## src/idfp_config.svh

```systemverilog
// widths shared by the FP issue stage RTL
// include wherever a width macro is needed; the package pulls it in as well
`ifndef IDFP_CONFIG_SVH
`define IDFP_CONFIG_SVH

// ------------------------------
// register file and data path
// ------------------------------
`define IDFP_REG_IDX_W 5
`define IDFP_DATA_W    32

// ------------------------------
// instruction control fields
// ------------------------------
`define IDFP_FUNC_W    10
`define IDFP_RM_W      3
`define IDFP_UNIT_W    3

// rs1, rs2, rs3
`define IDFP_NUM_SRC   3

`endif

```

## src/idfp_pkg.sv

```systemverilog
// shared struct types of the FP issue stage
// referenced by scoped name from every RTL module
`include "idfp_config.svh"

package idfp_pkg;

  // one decoded source operand reference
  typedef struct packed {
    logic                       valid;
    logic [`IDFP_REG_IDX_W-1:0] idx;
  } src_ref_t;

  // result bus, used for fpu, lsu ex2/ex3 forwards and writeback
  typedef struct packed {
    logic                       valid;
    logic [`IDFP_REG_IDX_W-1:0] idx;
    logic [`IDFP_DATA_W-1:0]    data;
  } fwd_bus_t;

  // register file read port view of one source
  typedef struct packed {
    logic [`IDFP_DATA_W-1:0] data;
    logic                    busy;
    logic                    busy_lsu;
  } fpr_read_t;

  // decoded instruction sitting in ID
  // load = lsu_sel & dst_vld, store = lsu_sel & ~dst_vld
  typedef struct packed {
    logic                                valid;
    logic                                lsu_sel;
    logic                                dst_vld;
    logic [`IDFP_REG_IDX_W-1:0]          dst_idx;
    src_ref_t [`IDFP_NUM_SRC-1:0]        src;
    logic [`IDFP_UNIT_W-1:0]             unit_sel;
    logic [`IDFP_FUNC_W-1:0]             func;
    logic [`IDFP_RM_W-1:0]               rm;
    logic                                expt;
  } id_inst_t;

  // per-source hit flags, bit i belongs to source i
  typedef struct packed {
    logic [`IDFP_NUM_SRC-1:0] fpu;
    logic [`IDFP_NUM_SRC-1:0] ex2;
    logic [`IDFP_NUM_SRC-1:0] ex3;
  } fwd_hit_t;

  // EX1 view handed to the FPU
  typedef struct packed {
    logic [`IDFP_UNIT_W-1:0]    unit_sel;
    logic [`IDFP_FUNC_W-1:0]    func;
    logic [`IDFP_RM_W-1:0]      rm;
    logic                       dst_vld;
    logic [`IDFP_REG_IDX_W-1:0] dst_idx;
    logic [`IDFP_DATA_W-1:0]    srcf0;
    logic [`IDFP_DATA_W-1:0]    srcf1;
    logic [`IDFP_DATA_W-1:0]    srcf2;
  } ex1_inst_t;

endpackage

```

## src/idfp_operand_fwd.sv

```systemverilog
// operand bypass for the FP issue stage
// picks each source from lsu ex3, fpu, lsu ex2 or the register file
`timescale 1ns/1ps
`include "idfp_config.svh"

module idfp_operand_fwd (
  input  idfp_pkg::src_ref_t  [`IDFP_NUM_SRC-1:0]                   srcs,
  input  idfp_pkg::fpr_read_t [`IDFP_NUM_SRC-1:0]                   fpr_src,
  input  idfp_pkg::fwd_bus_t                                        fpu_fwd,
  input  idfp_pkg::fwd_bus_t                                        lsu_ex2_fwd,
  input  idfp_pkg::fwd_bus_t                                        lsu_ex3_fwd,
  output logic                [`IDFP_NUM_SRC-1:0][`IDFP_DATA_W-1:0] operand,
  output idfp_pkg::fwd_hit_t                                        hits
);

  // source hits a bus only when both sides are valid and the index matches
  function automatic logic bus_hit(
    input idfp_pkg::src_ref_t src,
    input idfp_pkg::fwd_bus_t bus
  );
    bus_hit = src.valid & bus.valid & (src.idx == bus.idx);
  endfunction

  logic [`IDFP_NUM_SRC-1:0] hit_fpu;
  logic [`IDFP_NUM_SRC-1:0] hit_ex2;
  logic [`IDFP_NUM_SRC-1:0] hit_ex3;

  // ------------------------------
  // hit detection
  // ------------------------------
  always_comb
  begin
    for (int i = 0; i < `IDFP_NUM_SRC; i++)
    begin
      hit_fpu[i] = bus_hit(srcs[i], fpu_fwd);
      hit_ex2[i] = bus_hit(srcs[i], lsu_ex2_fwd);
      hit_ex3[i] = bus_hit(srcs[i], lsu_ex3_fwd);
    end
  end

  assign hits.fpu = hit_fpu;
  assign hits.ex2 = hit_ex2;
  assign hits.ex3 = hit_ex3;

  // ------------------------------
  // operand select
  // ------------------------------
  // ex3 is the youngest load result, so it wins over the fpu bus;
  // ex2 only counts when nothing newer covers the source
  always_comb
  begin
    for (int i = 0; i < `IDFP_NUM_SRC; i++)
    begin
      if (hit_ex3[i])
      begin
        operand[i] = lsu_ex3_fwd.data;
      end
      else if (hit_fpu[i])
      begin
        operand[i] = fpu_fwd.data;
      end
      else if (hit_ex2[i])
      begin
        operand[i] = lsu_ex2_fwd.data;
      end
      else
      begin
        // writeback bypass is already folded into the register file read
        operand[i] = fpr_src[i].data;
      end
    end
  end

endmodule

```

## src/idfp_issue_ctrl.sv

```systemverilog
// issue control for the FP issue stage
// dependency stalls, store rs2 dependency and the issue grant, all combinational
`timescale 1ns/1ps
`include "idfp_config.svh"

module idfp_issue_ctrl (
  input  idfp_pkg::id_inst_t                     id_inst,
  input  idfp_pkg::fpr_read_t [`IDFP_NUM_SRC-1:0] fpr_src,
  input  logic                                   fpr_rd_busy,
  input  logic                                   fpr_rd_busy_lsu,
  input  idfp_pkg::fwd_hit_t                     hits,
  input  logic                                   ex1_vld,
  input  logic                                   ex1_lsu_load,
  input  logic [`IDFP_REG_IDX_W-1:0]             ex1_dst,
  input  logic                                   flush,
  input  logic                                   ex1_hold,
  output logic                                   issue,
  output logic                                   id_stall,
  output logic                                   st_rs2_dep,
  output logic                                   fpr_wr_issue
);

  // rs2 sits in source slot 1
  localparam int RS2 = 1;

  logic [`IDFP_NUM_SRC-1:0] src_busy;
  logic [`IDFP_NUM_SRC-1:0] src_busy_lsu;
  logic                     id_st_inst;
  logic                     norm_stall;
  logic                     ld_stall;
  logic                     rs2_busy_unres;
  logic                     rs2_dep_ex1;

  // ------------------------------
  // busy vectors
  // ------------------------------
  always_comb
  begin
    for (int i = 0; i < `IDFP_NUM_SRC; i++)
    begin
      src_busy[i]     = fpr_src[i].busy;
      src_busy_lsu[i] = fpr_src[i].busy_lsu;
    end
  end

  // store carries its data in rs2 and has no destination
  assign id_st_inst = id_inst.lsu_sel & ~id_inst.dst_vld;

  // ------------------------------
  // dependency stalls
  // ------------------------------
  // fpu results are only visible on the fpu bus
  assign norm_stall = (|(src_busy & ~hits.fpu) | fpr_rd_busy)
                    & id_inst.valid
                    & ~id_st_inst;

  // load results show up on ex2 or ex3
  assign ld_stall = (|(src_busy_lsu & ~hits.ex2 & ~hits.ex3) | fpr_rd_busy_lsu)
                  & id_inst.valid
                  & ~id_st_inst;

  assign id_stall = norm_stall | ld_stall;

  // ------------------------------
  // store rs2 dependency
  // ------------------------------
  assign rs2_busy_unres = src_busy[RS2] & ~hits.fpu[RS2]
                        | src_busy_lsu[RS2] & ~hits.ex2[RS2] & ~hits.ex3[RS2];

  // load in EX1 that writes the store data register
  assign rs2_dep_ex1 = id_inst.src[RS2].valid
                     & (id_inst.src[RS2].idx == ex1_dst)
                     & ex1_vld
                     & ex1_lsu_load;

  // store still issues; EX1 picks up the data later
  assign st_rs2_dep = (rs2_busy_unres | rs2_dep_ex1)
                    & id_inst.valid
                    & id_st_inst;

  // ------------------------------
  // issue grant
  // ------------------------------
  assign issue = id_inst.valid & ~id_stall & ~ex1_hold & ~flush;

  // reserve the destination in the register file scoreboard
  assign fpr_wr_issue = issue & id_inst.dst_vld;

endmodule

```

## src/idfp_ex1_stage.sv

```systemverilog
// EX1 pipeline register of the FP issue stage
// loads on issue, holds under ex1_hold and refreshes store data late
`timescale 1ns/1ps
`include "idfp_config.svh"

module idfp_ex1_stage (
  input  logic                                         idfp_cpuclk,
  input  logic                                         reset,
  input  logic                                         issue,
  input  logic                                         ex1_hold,
  input  idfp_pkg::id_inst_t                           id_inst,
  input  logic [`IDFP_NUM_SRC-1:0][`IDFP_DATA_W-1:0]   operand,
  input  logic                                         st_data_wait,
  input  idfp_pkg::fwd_bus_t                           fpu_fwd,
  input  idfp_pkg::fwd_bus_t                           wb_bus,
  input  idfp_pkg::fwd_bus_t                           lsu_ex2_fwd,
  output logic                                         ex1_vld,
  output idfp_pkg::ex1_inst_t                          ex1,
  output logic                                         ex1_lsu_load,
  output logic [`IDFP_REG_IDX_W-1:0]                   ex1_dst
);

  logic [`IDFP_REG_IDX_W-1:0] ex1_rs2_idx;
  logic                       ex1_lsu_sel;
  logic                       ex1_store;
  logic                       upd_fpu;
  logic                       upd_wb;
  logic                       upd_ex2;
  logic                       st_refresh;
  logic [`IDFP_DATA_W-1:0]    st_refresh_data;

  // ------------------------------
  // valid
  // ------------------------------
  always_ff @(posedge idfp_cpuclk)
  begin
    if (reset)
    begin
      ex1_vld <= 1'b0;
    end
    else if (issue)
    begin
      ex1_vld <= 1'b1;
    end
    else if (!ex1_hold)
    begin
      ex1_vld <= 1'b0;
    end
  end

  // ------------------------------
  // store data refresh
  // ------------------------------
  assign ex1_store = ex1_lsu_sel & ~ex1.dst_vld;

  assign upd_fpu = fpu_fwd.valid & (fpu_fwd.idx == ex1_rs2_idx);
  assign upd_wb  = wb_bus.valid & (wb_bus.idx == ex1_rs2_idx);
  assign upd_ex2 = lsu_ex2_fwd.valid & (lsu_ex2_fwd.idx == ex1_rs2_idx);

  assign st_refresh = ex1_vld & st_data_wait & ex1_store & (upd_fpu | upd_wb | upd_ex2);

  // fpu first, then writeback, ex2 last
  assign st_refresh_data = upd_fpu ? fpu_fwd.data
                         : upd_wb  ? wb_bus.data
                         :           lsu_ex2_fwd.data;

  // ------------------------------
  // payload
  // ------------------------------
  always_ff @(posedge idfp_cpuclk)
  begin
    if (issue)
    begin
      // an excepting instruction must not start any execution unit
      ex1.unit_sel <= id_inst.expt ? '0 : id_inst.unit_sel;
      ex1.func     <= id_inst.func;
      ex1.rm       <= id_inst.rm;
      ex1.dst_vld  <= id_inst.dst_vld;
      ex1.dst_idx  <= id_inst.dst_idx;
      ex1.srcf0    <= operand[0];
      ex1.srcf2    <= operand[2];
      ex1_rs2_idx  <= id_inst.src[1].idx;
      ex1_lsu_sel  <= id_inst.lsu_sel;
    end
  end

  // srcf1 is kept apart since the store refresh also writes it
  always_ff @(posedge idfp_cpuclk)
  begin
    if (issue)
    begin
      ex1.srcf1 <= operand[1];
    end
    else if (st_refresh)
    begin
      ex1.srcf1 <= st_refresh_data;
    end
  end

  // load in EX1, for the store rs2 check in ID
  assign ex1_lsu_load = ex1_lsu_sel & ex1.dst_vld;
  assign ex1_dst      = ex1.dst_idx;

endmodule

```

## src/idfp_top.sv

```systemverilog
// top level of the FP issue stage
// operand bypass, issue control and the EX1 register feeding the FPU
`timescale 1ns/1ps
`include "idfp_config.svh"

module idfp_top (
  input  logic                                   idfp_cpuclk,
  input  logic                                   reset,
  input  idfp_pkg::id_inst_t                     id_inst,
  input  idfp_pkg::fpr_read_t [`IDFP_NUM_SRC-1:0] fpr_src,
  input  logic                                   fpr_rd_busy,
  input  logic                                   fpr_rd_busy_lsu,
  input  idfp_pkg::fwd_bus_t                     fpu_fwd,
  input  idfp_pkg::fwd_bus_t                     lsu_ex2_fwd,
  input  idfp_pkg::fwd_bus_t                     lsu_ex3_fwd,
  input  idfp_pkg::fwd_bus_t                     wb_bus,
  input  logic                                   flush,
  input  logic                                   ex1_hold,
  input  logic                                   st_data_wait,
  output logic                                   issue,
  output logic                                   id_stall,
  output logic                                   st_rs2_dep,
  output logic                                   fpr_wr_issue,
  output logic                                   ex1_vld,
  output idfp_pkg::ex1_inst_t                    ex1
);

  logic [`IDFP_NUM_SRC-1:0][`IDFP_DATA_W-1:0] operand;
  idfp_pkg::fwd_hit_t                         hits;
  logic                                       ex1_lsu_load;
  logic [`IDFP_REG_IDX_W-1:0]                 ex1_dst;

  // ------------------------------
  // ID stage
  // ------------------------------
  idfp_operand_fwd operand_fwd_i (
    .srcs        (id_inst.src),
    .fpr_src     (fpr_src),
    .fpu_fwd     (fpu_fwd),
    .lsu_ex2_fwd (lsu_ex2_fwd),
    .lsu_ex3_fwd (lsu_ex3_fwd),
    .operand     (operand),
    .hits        (hits)
  );

  idfp_issue_ctrl issue_ctrl_i (
    .id_inst         (id_inst),
    .fpr_src         (fpr_src),
    .fpr_rd_busy     (fpr_rd_busy),
    .fpr_rd_busy_lsu (fpr_rd_busy_lsu),
    .hits            (hits),
    .ex1_vld         (ex1_vld),
    .ex1_lsu_load    (ex1_lsu_load),
    .ex1_dst         (ex1_dst),
    .flush           (flush),
    .ex1_hold        (ex1_hold),
    .issue           (issue),
    .id_stall        (id_stall),
    .st_rs2_dep      (st_rs2_dep),
    .fpr_wr_issue    (fpr_wr_issue)
  );

  // ------------------------------
  // EX1 stage
  // ------------------------------
  idfp_ex1_stage ex1_stage_i (
    .idfp_cpuclk  (idfp_cpuclk),
    .reset        (reset),
    .issue        (issue),
    .ex1_hold     (ex1_hold),
    .id_inst      (id_inst),
    .operand      (operand),
    .st_data_wait (st_data_wait),
    .fpu_fwd      (fpu_fwd),
    .wb_bus       (wb_bus),
    .lsu_ex2_fwd  (lsu_ex2_fwd),
    .ex1_vld      (ex1_vld),
    .ex1          (ex1),
    .ex1_lsu_load (ex1_lsu_load),
    .ex1_dst      (ex1_dst)
  );

endmodule

```

## config.mk

```make
export PLATFORM = sky130hd
export DESIGN_NAME = idfp_top
export DESIGN_NICKNAME = d
export VERILOG_FILES = /design/src/idfp_pkg.sv /design/src/idfp_operand_fwd.sv /design/src/idfp_issue_ctrl.sv /design/src/idfp_ex1_stage.sv /design/src/idfp_top.sv
export VERILOG_INCLUDE_DIRS = /design/src /design/src/src
export SDC_FILE = /design/constraint.sdc
export NUM_CORES = 1
export LEC_CHECK = 0
export BUFFER_PORTS_ARGS = -buffer_cell sky130_fd_sc_hd__buf_2
export CAP_MARGIN = 30
export CORE_AREA = 2 2 165 167
export DETAILED_ROUTE_END_ITERATION = 8
export DIE_AREA = 0 0 167 169
export GPL_ROUTABILITY_DRIVEN = 0
export SLEW_MARGIN = 20
export SYNTH_ARGS = -nofsm -noshare
export SYNTH_HDL_FRONTEND = slang
export SYNTH_SLANG_ARGS = --single-unit
```

## constraint.sdc

```tcl
create_clock -name idfp_cpuclk -period 4.6 [get_ports idfp_cpuclk]
set_input_delay 0.23 -clock idfp_cpuclk [delete_from_list [all_inputs] [get_ports idfp_cpuclk]]
set_output_delay 0.23 -clock idfp_cpuclk [all_outputs]
set_load 0.1 [all_outputs]
```

# --- Yosys cells after proc, flatten, opt, wreduce, memory -nomap -nowiden ---
# Cells that the tools add are included.
classes:
  n_eq_ne: 14
  muxes: 15
  bitwise_logic: 65
  n_reduce_logical: 3
ops:
  columns: ["operator", "count"]
  rows:
  - ["two-way mux 32 bit", 13]
  - ["equality test 5 bit", 13]
  - ["bitwise AND 1 bit", 43]
  - ["bitwise AND 3 bit", 3]
  - ["NOT 1 bit", 9]
  - ["NOT 3 bit", 3]
  - ["bitwise OR 1 bit", 7]
  - ["OR reduction 3 bit", 2]
  - ["two-way mux 1 bit", 2]
  - ["!= test 2 x 1 -> 1 bit (second input constant)", 1]
  - ["nonzero test 2 bit", 1]
word_totals:
  ff_bits: 125
  in_bits: 304
  out_inout_bits: 123
  word_cells: 108

# --- Longest topological paths before layout ---
# Gate-level depths: netlist of the first run.
depth:
  ltp_word: 15
  depth_mapped: 9
  mapped_depth_nobuf: 7

# --- Modules after synthesis ---
# Synthesis of the first run repeated with hierarchy kept, for this count alone.
hier_totals:
  cells_unflattened: 988
  hier_area_um2: 9311.4
modules_own_cells:
  columns: ["mod", "n_inst", "cells_per_inst", "area_each_um2", "seq_area_each_um2"]
  rows:
  - ["idfp_ex1_stage", 1, 305, 5251.3, 3743.6]
  - ["idfp_operand_fwd", 1, 656, 3881.2, 0.0]
  - ["idfp_issue_ctrl", 1, 27, 178.9, 0.0]

# --- Worst setup path before layout of the first run ---
# No wires, ideal clock.
synth_path:
  path_kind: "reg-to-output"
  from: "register ex1_stage_i.ex1_dst[3] (netlist name)"
  to: "output port st_rs2_dep"
  arrival_time_ns: 3.689
  required_time_ns: 4.370
  path_slack_ns: 0.681
  stages_incl_launch_ff: 5
  n_path_buf: 0
  path_cell_list: "edfxtp_1 -> xor2_1 -> nor4_1 -> a31oi_1 -> nor3b_1"
synth_between:
  elab_chain_cells: 7
synth_lines:
  columns: ["item", "line_no", "rtl"]
  rows:
  - ["equality test 5 bit", "idfp_issue_ctrl.sv:72", "& (id_inst.src[RS2].idx == ex1_dst)"]
  - ["bitwise AND 1 bit", "idfp_issue_ctrl.sv:72", null]
  - ["bitwise AND 1 bit", "idfp_issue_ctrl.sv:73", "& ex1_vld"]
  - ["bitwise AND 1 bit", "idfp_issue_ctrl.sv:74", "& ex1_lsu_load;"]
  - ["bitwise OR 1 bit", "idfp_issue_ctrl.sv:77", "assign st_rs2_dep = (rs2_busy_unres | rs2_dep_ex1)"]
  - ["bitwise AND 1 bit", "idfp_issue_ctrl.sv:78", "& id_inst.valid"]
  - ["bitwise AND 1 bit", "idfp_issue_ctrl.sv:79", "& id_st_inst;"]
  - ["to (decl)", "idfp_top.sv:22", "output logic st_rs2_dep,"]
# Every way passes these cells.

# --- Final worst setup path of the first run ---
layout_path:
  from: "input port id_inst[32] (netlist name)"
  to: "output port issue"
layout_between:
  elab_chain_cells: 14
  word_cells_on_any_way: 25
  classes_between: "3 x eq/ne; 20 x bitwise; 2 x reduce/logical"
layout_lines:
  columns: ["item", "line_no", "rtl"]
  rows:
  - ["from (decl)", "idfp_top.sv:9", "input idfp_pkg::id_inst_t id_inst,"]
  - ["equality test 5 bit", "idfp_operand_fwd.sv:21", "bus_hit = src.valid & bus.valid & (src.idx == bus.idx);"]
  - ["bitwise AND 1 bit", "idfp_operand_fwd.sv:21", null]
  - ["NOT 3 bit", "idfp_issue_ctrl.sv:58", "assign ld_stall = (|(src_busy_lsu & ~hits.ex2 & ~hits.ex3) | fpr_rd_busy_lsu)"]
  - ["bitwise AND 3 bit (2 in series)", "idfp_issue_ctrl.sv:58", null]
  - ["OR reduction 3 bit", "idfp_issue_ctrl.sv:58", null]
  - ["bitwise OR 1 bit", "idfp_issue_ctrl.sv:58", null]
  - ["bitwise AND 1 bit", "idfp_issue_ctrl.sv:59", "& id_inst.valid"]
  - ["bitwise AND 1 bit", "idfp_issue_ctrl.sv:60", "& ~id_st_inst;"]
  - ["bitwise OR 1 bit (*)", "idfp_issue_ctrl.sv:62", "assign id_stall = norm_stall | ld_stall;"]
  - ["NOT 1 bit (*)", "idfp_issue_ctrl.sv:84", "assign issue = id_inst.valid & ~id_stall & ~ex1_hold & ~flush;"]
  - ["bitwise AND 1 bit (*) (3 in series)", "idfp_issue_ctrl.sv:84", null]
  - ["to (decl)", "idfp_top.sv:20", "output logic issue,"]
# Mark *: on every way between the ends. The rest lies on a longest branch, timed or not.

==> results.py, run 1 <==
metrics = {
    "sta": {
        "slew_headroom": 0.504,
        "fin_setup_tns_ns": 0,
        "timing.fmax_mhz": 306,
        "period_needed_ns": 3.27,
        "rsz0062_at_grt": "false",
        "fin_crit_sh": 0.710,
        "setup_viol": 0,
        "drv_slew": 0,
        "hold_violations": 0,
        "skew_ns": 0.00823,
        "worst_slew_pin_slew_ns": 0.744,
    },
    "pwr": {
        "p_leak_nw": 5.78,
        "vdd_ir_drop_max_mv": 0.164,
        "p_per_area_nw_per_um2": 286,
        "p_total_mw": 3.41,
    },
    "cts": {
        "cts-root-buf": "clkbuf_16",
        "clk-insertion-delay-late_ns": 0.41,
        "cts_buffer_depth": 2,
        "clock_sink_count": 125,
        "cts_tree": "done",
        "htree_levels": 4,
        "numCtsBuffers": 17,
        "cts_resized": 0,
        "clk_pin_slew_ns": 0.06,
    },
    "critical_path": {
        "path_class": "input port to output port",
        "crit_required_ns": 4.37,
        "r2r_end": "ex1_stage_i.ex1[45]",
        "critPathLaunchType": "input port",
        "slowest_delay_ns": 0.52,
        "path_cells": "buf_2, xor2_1, nor4_1, nand4_1, buf_4, a32oi_1, nand4b_1, a21bo_4, inv_4, buf_12",
        "reg2reg_from": "ex1_stage_i.ex1_rs2_idx[1]",
        "slowest_stage": "inv_4",
        "cp_max_fo": 42,
        "critPathArrivalTime_ns": 3.04,
        "worst_r2r_path_depth": 8,
        "reg2reg_setup_slack_ns": 1.82,
        "end_kind": "output port",
    },
    "route": {
        "drt_iter0_markers": 461,
        "vias": 8094,
        "dr.pass1.iters": 5,
        "drc": 0,
        "drt_wl_total_um": 32300,
        "viasPerCell": 5.10,
        "postRouteAntennaNets": 0,
        "wl_per_cell_um": 20.3,
    },
    "floorplanning": {
        "fp.dieH_um": 169,
        "initial_core_util": 0.324,
        "die_x_um": 167,
        "core_region_area_um2": 26500,
        "rows": 60,
        "design.portCount": 427,
        "dieArea_um2": 28200,
    },
    "grt": {
        "antenna_found_initial": 2,
        "grt_usage": 0.223,
        "gr-total-overflow": 0,
        "grt_pass1_vias": 8348,
        "grt_max_degree": 65,
        "grt_pass1_wl_um": 48200,
    },
    "synth": {
        "async_flop_share": 0,
        "netlist_area_um2": 8580,
        "netlist.area_leader.share": 0.434,
        "synth.largest_area_cell": "edfxtp_1",
        "ys_types": 34,
        "yosys_warnings": 0,
        "synth_ff_type": "edfxtp_1",
        "ys_top_cells_by_area": "edfxtp_1, mux2i_1, mux2_2",
        "ys_ff_latch": 125,
        "ys_seq_area_frac": 0.436,
        "synth.most_common_cell": "mux2i_1",
        "syn-num-nets": 1114,
        "syn_inst": 810,
        "synthTopCellsByCount": "mux2i_1, a21oi_1, nor2_1, edfxtp_1, mux2_2",
        "syn_avg_cell_area_um2": 10.6,
        "synth-edff-count": 124,
    },
    "hold_path": {
        "hp-class": "input port to flip-flop",
        "hold_path_end": "ex1_stage_i.ex1_lsu_sel",
        "min_from": "id_inst[41]",
        "hold_path_depth": 1,
    },
    "finish": {
        "nFillCells": 2608,
        "multi_input_area_um2": 4610,
        "final_layout_size_suffix_gt1_frac": 0.438,
        "synthToLayoutAreaGrowth_pct": 39.0,
        "regArea_um2": 3740,
        "nets": 1537,
    },
    "placement": {
        "port_buffers": 426,
        "dp_hpwl_um": 23700,
    },
    "run": {
        "cap_violations": 0,
    },
    "outcome": {
        "status": "completed",
    },
}
[layout make-up]
cell class,count,area share
well taps,341,0.0358
multi-input cells,625,0.386
clock inverters,13,0.0180
clock buffers,18,0.0360
diodes,2,0.000420
flip-flops and latches,125,0.314
repair buffers,462,0.209
inverters,2,0.000839
[where the power goes]
part	internal (mW)	total, mW	switching (mW)
combinational	0.247	0.620	0.373
clock	0.965	1.51	0.542
sequential	1.28	1.29	0.00699
[how the worst max path moves through the flow]
stage / start / end / slack [ns]
finish: id_inst[32] / issue / 1.33
global route: id_inst[32] / issue / 1.13
CTS: id_inst[32] / issue / 1.33
detailed placement: id_inst[32] / ex1_stage_i.ex1[30] / 1.11
global placement: id_inst[32] / ex1_stage_i.ex1[86] / 1.16
floorplan: ex1_stage_i.ex1_dst[3] / st_rs2_dep / 0.68
[sequential cells by signal, summed over array words and instances, names as in the netlist]
register,count
ex1_stage_i.ex1,113
ex1_stage_i.ex1_dst,5
ex1_stage_i.ex1_lsu_sel,1
ex1_stage_i.ex1_vld,1
ex1_stage_i.ex1_rs2_idx,5
[kinds of logic (layout without fill, tap and decap cells)]
| group | Yosys count | in the layout | synth area share |
|---|---|---|---|
| mux | 224 | 224 | 0.271 |
| compound gates | 169 | 169 | 0.111 |
| simple gates | 167 | 167 | 0.0859 |
| flops | 125 | 125 | 0.436 |
| xor+xnor | 65 | 65 | 0.0664 |
| buf+inv | 60 | 495 | 0.0299 |
| other cells | 0 | 2 | 0 |
[timing repair]
| action | in CTS | in global routing |
|---|---|---|
| hold buffers | 19 | 0 |
| buffers inserted | 0 | 0 |
| hold endpoints to repair | 19 | 0 |
[worst max-delay path, delay by kind of cell]
kind	cells	cell delay, ns
AO/OA/AOI/OAI	2	0.70
buffers and inverters	4	1.22
XOR/XNOR	1	0.16
AND/OR/NAND/NOR	3	0.67
[through the flow]
step           setup slack, ns   util  hold WS (ns)  cells  area (µm²)
2_1_floorplan            0.681      -         0.299    810        8580
3_3_place_gp              1.16  0.418         0.391   1535       11100
3_5_place_dp              1.11  0.418         0.396   1535       11100
4_1_cts                   1.33  0.449       0.00450   1585       11900
5_1_grt                   1.13  0.450       0.00122   1588       11900
6_report                  1.33  0.450        0.0265   1588       11900
[layer usage]
layer,vias to the layer above,wire (µm),GRT usage
met1,3815,13200,0.270
li1,3884,-,-
met3,30,2270,0.0517
met4,0,609,0.0667
met5,-,0,0
met2,365,16200,0.393
[placed cells by master, fill, tap and decap left out, drive strengths merged]
cell type / synthesis / layout
mux2: 64 / 64
a32oi: 1 / 1
edfxtp: 124 / 124
clkbuf: 44 / 18
dfxtp: 1 / 1
nor2b: 3 / 3
a32o: 1 / 1
clkinvlp: 0 / 1
nor2: 129 / 129
bufinv: 0 / 5
xnor2: 14 / 14
clkinv: 0 / 6
a21bo: 1 / 1
nor4: 13 / 13
and4: 1 / 1
diode: 0 / 2
xor2: 51 / 51
nor3b: 2 / 2
mux2i: 160 / 160
nand4b: 2 / 2
buf: 14 / 443
a211oi: 33 / 33
nand4: 10 / 10
nand2b: 1 / 1
nand2: 3 / 3
o21ai: 1 / 1
and3: 3 / 3
a21oi: 129 / 129
inv: 2 / 3
a311oi: 1 / 1
a31oi: 1 / 1
a41oi: 1 / 1
dlygate4sd3: 0 / 19
Power figures use the tool's default switching activity.
==> run 2, diff against run 1 <==
==> constraint.sdc (replaced) <==
create_clock -name idfp_cpuclk -period 3.05 [get_ports idfp_cpuclk]
set_input_delay 0.1525 -clock idfp_cpuclk [delete_from_list [all_inputs] [get_ports idfp_cpuclk]]
set_output_delay 0.1525 -clock idfp_cpuclk [all_outputs]
set_load 0.1 [all_outputs]
==> run 2 against run 1 <==
Effect of this change:
- sequential share of layout area about the same
- clock skew increased by 0.0033 ns
- power increased by 43%
- sequential power increased by 50%
- worst hold slack got worse by 0.0038 ns
- wire length increased by 0.36%
- worst setup slack got worse by 0.82 ns
==> results.py, run 2 (synthesis results as in run 1) <==
metrics = {
    "finish": {
        "synthToLayoutAreaGrowth_pct": 39.2,
        "final_cell_area_um2": 11900,
        "final_common_cell": "buf_2",
        "most-common-layout-cells": "buf_2, mux2i_1, nor2_1, a21oi_1, edfxtp_1",
        "nets": 1543,
        "final_cells": 1593,
        "final_layout_size_suffix_gt1_frac": 0.438,
        "top_register": "ex1_stage_i.ex1",
        "antenna_cells": 0,
        "largest_reg_flops": 113,
    },
    "critical_path": {
        "path_delay_family": "simple AND/OR/NAND/NOR gates",
        "r2r_end": "ex1_stage_i.ex1[56]",
        "cpMostUsedCell": "buf_12",
        "slowest_delay_ns": 0.41,
        "slowest_stage": "nor4_2",
        "path_cells": "buf_2, xor2_1, nor4_2, nand4_4, a32o_1, nand4b_1, a21bo_2, inv_4, buf_12, buf_12",
        "reg2reg_from": "ex1_stage_i.ex1_rs2_idx[1]",
        "crit_buf_inv": 4,
        "cp_max_fo": 29,
        "worst_r2r_path_depth": 8,
        "critPathArrivalTime_ns": 2.39,
        "critPathLaunchType": "input port",
        "path_class": "input port to output port",
        "crit_required_ns": 2.90,
        "end_kind": "output port",
        "reg2reg_setup_slack_ns": 0.61,
    },
    "sta": {
        "fin_setup_tns_ns": 0,
        "skew_ns": 0.0115,
        "timing.fmax_mhz": 394,
        "slew_headroom": 0.475,
        "period_needed_ns": 2.54,
        "hold_slack_ns": 0.0227,
        "setup_viol": 0,
        "hold_violations": 0,
        "worst_slew_pin_slew_ns": 0.787,
        "fin_crit_sh": 0.832,
        "rsz0062_at_grt": "false",
        "layout_setup_ws_ns": 0.512,
        "drv_slew": 0,
    },
    "grt": {
        "grt_pass1_vias": 8352,
        "grt_usage": 0.223,
        "antenna_found_initial": 0,
        "grt_max_degree": 65,
        "grt_pass1_wl_um": 48200,
        "gr-total-overflow": 0,
    },
    "placement": {
        "dp_cells": 1539,
        "dp_slack_ns": 0.470,
        "port_buffers": 426,
        "dp_hpwl_um": 23600,
        "place_area_um2": 11200,
    },
    "floorplanning": {
        "rows": 60,
        "design.portCount": 427,
        "dieArea_um2": 28200,
        "initial_core_util": 0.324,
        "core_region_area_um2": 26500,
        "fp.dieH_um": 169,
        "die_x_um": 167,
    },
    "hold_path": {
        "hold_path_end": "ex1_stage_i.ex1_rs2_idx[1]",
        "hold_path_depth": 1,
        "hp-class": "input port to flip-flop",
        "min_from": "id_inst[24]",
    },
    "cts": {
        "htree_levels": 4,
        "clk-insertion-delay-late_ns": 0.41,
        "numCtsBuffers": 17,
        "clk_pin_slew_ns": 0.06,
        "cts-root-buf": "clkbuf_16",
        "clock_sink_count": 125,
        "cts_buffer_depth": 2,
        "post_cts_buffers": 0,
        "cts_tree": "done",
    },
    "route": {
        "wl_per_cell_um": 20.3,
        "drt_iter0_markers": 474,
        "dr.pass1.iters": 6,
        "drc": 0,
        "vias": 8153,
        "drt_wl_total_um": 32400,
        "viasPerCell": 5.12,
        "postRouteAntennaNets": 0,
    },
    "pwr": {
        "p_per_area_nw_per_um2": 409,
        "p_leak_nw": 5.78,
        "vdd_ir_drop_max_mv": 0.329,
    },
    "run": {
        "cap_violations": 0,
    },
    "outcome": {
        "status": "completed",
    },
}
## run 2: stage by stage
stage / utilization / power [mW]
after floorplan: - / 2.50
after global placement: 0.421 / 2.88
final: 0.451 / 4.89
after CTS: 0.450 / 4.94
after global routing: 0.451 / 5.09
after detailed placement: 0.421 / 2.89
## run 2: timing repair
item	in CTS	in global routing
hold buffers	21	1
endpoints found under the hold margin	21	1
resized for setup	0	0
## run 2: final cells by class
type	count	area [µm²]
Fill cell	2588	14600
Clock inverter	15	138
Inverter	2	10.0
Tap cell	341	427
Multi-Input combinational cell	625	4610
Timing Repair Buffer	468	2590
Clock buffer	17	425
Sequential cell	125	3740
## run 2: how the worst max path moves through the flow
stage,from,to,slack (ns),cells after the start
4_1_cts,id_inst[24],issue,0.49,10
3_5_place_dp,id_inst[24],ex1_stage_i.ex1[37],0.47,9
3_3_place_gp,id_inst[24],ex1_stage_i.ex1[40],0.52,9
5_1_grt,fpu_fwd[35],issue,0.32,10
2_1_floorplan,id_inst[24],ex1_stage_i.ex1[0],0.07,9
6_report,id_inst[24],issue,0.51,10
## run 2: where the power goes
part / internal [mW] / switching, mW / leakage [nW]
logic: 0.378 / 0.559 / 4.39
registers: 1.93 / 0.0106 / 1.13
clock network: 1.14 / 0.875 / 0.268
## run 2: worst reg2reg max path, delay by kind of cell (launching register included)
| family | cells | cell delay (ns) |
|---|---|---|
| buffers and inverters | 1 | 0.35 |
| muxes | 2 | 0.37 |
| AOI/OAI and AO/OA | 1 | 0.12 |
| and+or+nand+nor | 3 | 0.68 |
| xor gates and xnor gates | 1 | 0.19 |
| DFF | 1 | 0.45 |
## run 2: layer usage
layer,up-vias,global-route usage,part of all wire
met1,3816,0.264,0.40
met4,0,0.0682,0.017
met5,-,0,0
li1,3894,-,-
met2,408,0.398,0.50
met3,35,0.0547,0.079
==> run 3, diff against run 2 <==
==> constraint.sdc (replaced) <==
create_clock -name idfp_cpuclk -period 2.37 [get_ports idfp_cpuclk]
set_input_delay 0.1185 -clock idfp_cpuclk [delete_from_list [all_inputs] [get_ports idfp_cpuclk]]
set_output_delay 0.1185 -clock idfp_cpuclk [all_outputs]
set_load 0.1 [all_outputs]
==> run 3 against run 2 <==
Effect of this change:
- clock power grew 27%
- sequential power grew 29%
- clock skew grew 0.0050 ns
- die area is the same
- sequential share of layout area shrank 1.0 points
- global-route usage grew 0.55 points
- critical path type is now flip-flop to output port
- largest power group unchanged
==> results.py, run 3 (synthesis results as in run 1) <==
metrics = {
    "route": {
        "drc": 0,
        "viasPerCell": 5.08,
        "drt_iter0_markers": 505,
        "drt_wl_total_um": 33200,
        "dr.pass1.iters": 5,
        "vias": 8265,
        "postRouteAntennaNets": 0,
        "wl_per_cell_um": 20.4,
    },
    "cts": {
        "clk-insertion-delay-late_ns": 0.42,
        "cts-root-buf": "clkbuf_16",
        "clk_pin_slew_ns": 0.07,
        "clock_sink_count": 125,
        "htree_levels": 4,
        "cts_tree": "done",
        "numCtsBuffers": 17,
        "cts_buffer_depth": 2,
    },
    "critical_path": {
        "worst_r2r_path_depth": 7,
        "reg2reg_setup_slack_ns": 0.18,
        "r2r_end": "ex1_stage_i.ex1[36]",
        "cp_max_fo": 2,
        "critPathLaunchType": "flip-flop",
        "critPathArrivalTime_ns": 2.14,
        "end_kind": "output port",
        "crit_required_ns": 2.25,
        "reg2reg_from": "ex1_stage_i.ex1_rs2_idx[2]",
        "path_class": "flip-flop to output port",
    },
    "hold_path": {
        "hold_path_depth": 2,
        "hp-class": "input port to flip-flop",
        "hold_path_end": "ex1_stage_i.ex1[115]",
        "min_from": "id_inst[14]",
    },
    "pwr": {
        "vdd_ir_drop_max_mv": 0.338,
        "p_leak_nw": 5.97,
        "p_per_area_nw_per_um2": 510,
    },
    "finish": {
        "nFillCells": 2459,
        "final_common_cell": "buf_2",
        "synthToLayoutAreaGrowth_pct": 43.8,
        "final_layout_size_suffix_gt1_frac": 0.453,
        "final_cells": 1627,
        "multi_input_area_um2": 4640,
        "regArea_um2": 3740,
        "largest_reg_flops": 113,
        "final_cell_area_um2": 12300,
        "top_register": "ex1_stage_i.ex1",
        "most-common-layout-cells": "buf_2, mux2i_1, a21oi_1",
        "nets": 1575,
    },
    "placement": {
        "dp_hpwl_um": 25300,
        "dp_cells": 1566,
        "port_buffers": 426,
        "dp_slack_ns": -0.0964,
        "place_area_um2": 11500,
    },
    "floorplanning": {
        "design.portCount": 427,
        "die_x_um": 167,
        "dieArea_um2": 28200,
        "core_region_area_um2": 26500,
        "initial_core_util": 0.324,
        "fp.dieH_um": 169,
        "rows": 60,
    },
    "sta": {
        "fin_crit_sh": 0.955,
        "skew_ns": 0.0165,
        "worst_slew_pin_slew_ns": 0.730,
        "rsz0062_at_grt": "false",
        "hold_violations": 0,
        "layout_setup_ws_ns": 0.108,
        "timing.fmax_mhz": 442,
        "setup_viol": 0,
        "drv_slew": 0,
        "period_needed_ns": 2.26,
        "slew_headroom": 0.514,
    },
    "grt": {
        "grt_max_degree": 35,
        "grt_usage": 0.228,
        "gr-total-overflow": 0,
        "grt_pass1_vias": 8482,
        "grt_pass1_wl_um": 49100,
        "antenna_found_initial": 6,
    },
    "run": {
        "cap_violations": 0,
    },
    "outcome": {
        "status": "completed",
    },
}
## run 3: changes by cell type in the layout (fill, tap and decap cells not counted), moves of 2 or more
cell,change
inv_6,-3
buf_12,+7
nor4_1,-2
diode_2,+3
buf_4,+20
clkinv_1,-2
clkinv_4,+2
nor4_2,+2
dlygate4sd3_1,+5
## run 3: critical path, cell delays in order (launching register included)
cell and delay [ns]:
edfxtp_1 0.41, xor2_1 0.17, nor4_1 0.29, a31oi_1 0.19, nor3b_4 0.21, buf_2 0.45
## run 3: metrics by stage
stage | utilization | TNS [ns] | hold WS [ns] | power (mW)
2_1_floorplan | - | -0.127 | 0.188 | 3.22
3_3_place_gp | 0.433 | -2.39 | 0.276 | 3.74
3_5_place_dp | 0.433 | -10.64 | 0.294 | 3.75
4_1_cts | 0.465 | 0 | 0.00727 | 6.35
5_1_grt | 0.466 | 0 | 0.0174 | 6.53
6_report | 0.466 | 0 | 0.0294 | 6.30
## run 3: final cells by class
| class | count | area share |
|---|---|---|
| antenna | 3 | 0.000608 |
| clock buffer | 17 | 0.0345 |
| clock inverter | 14 | 0.0114 |
| inverter | 2 | 0.00193 |
| multi-input combinational | 625 | 0.376 |
| sequential | 125 | 0.303 |
| tap | 341 | 0.0346 |
| timing repair buffer | 500 | 0.238 |
## run 3: report_power, final
group          internal (mW)  total, mW  switching [mW]  leakage [nW]
Clock                   1.46       2.55            1.09         0.266
Sequential              2.48       2.50          0.0138          1.13
Combinational          0.511       1.25           0.740          4.57
## run 3: worst max-delay path by stage
stage / from / endpoint / slack, ns / cells past startpoint
floorplan: ex1_stage_i.ex1_dst[3] / st_rs2_dep / -0.13 / 4
global placement: id_inst[26] / ex1_stage_i.ex1[91] / -0.04 / 10
detailed placement: id_inst[26] / ex1_stage_i.ex1[91] / -0.1 / 10
CTS: id_inst[26] / issue / 0.02 / 11
global route: fpu_fwd[36] / id_stall / 0.009 / 9
finish: ex1_stage_i.ex1_dst[3] / st_rs2_dep / 0.11 / 5
## run 3: timing repair
action                     4_1_cts  5_1_grt
cloned                           0        0
setup endpoints to repair        1        2
hold buffers                    27        0
hold endpoints to repair        25        0
pin swaps                        1        3
resized for setup                1        2
setup buffers                    1        0
## run 3: per-layer routing
metal | wire length, µm | global-route usage | vias up
li1 | - | - | 3950
met1 | 13300 | 0.273 | 3881
met4 | 779 | 0.0881 | 6
met3 | 2430 | 0.0556 | 50
met5 | 44 | 0 | -
met2 | 16600 | 0.397 | 378
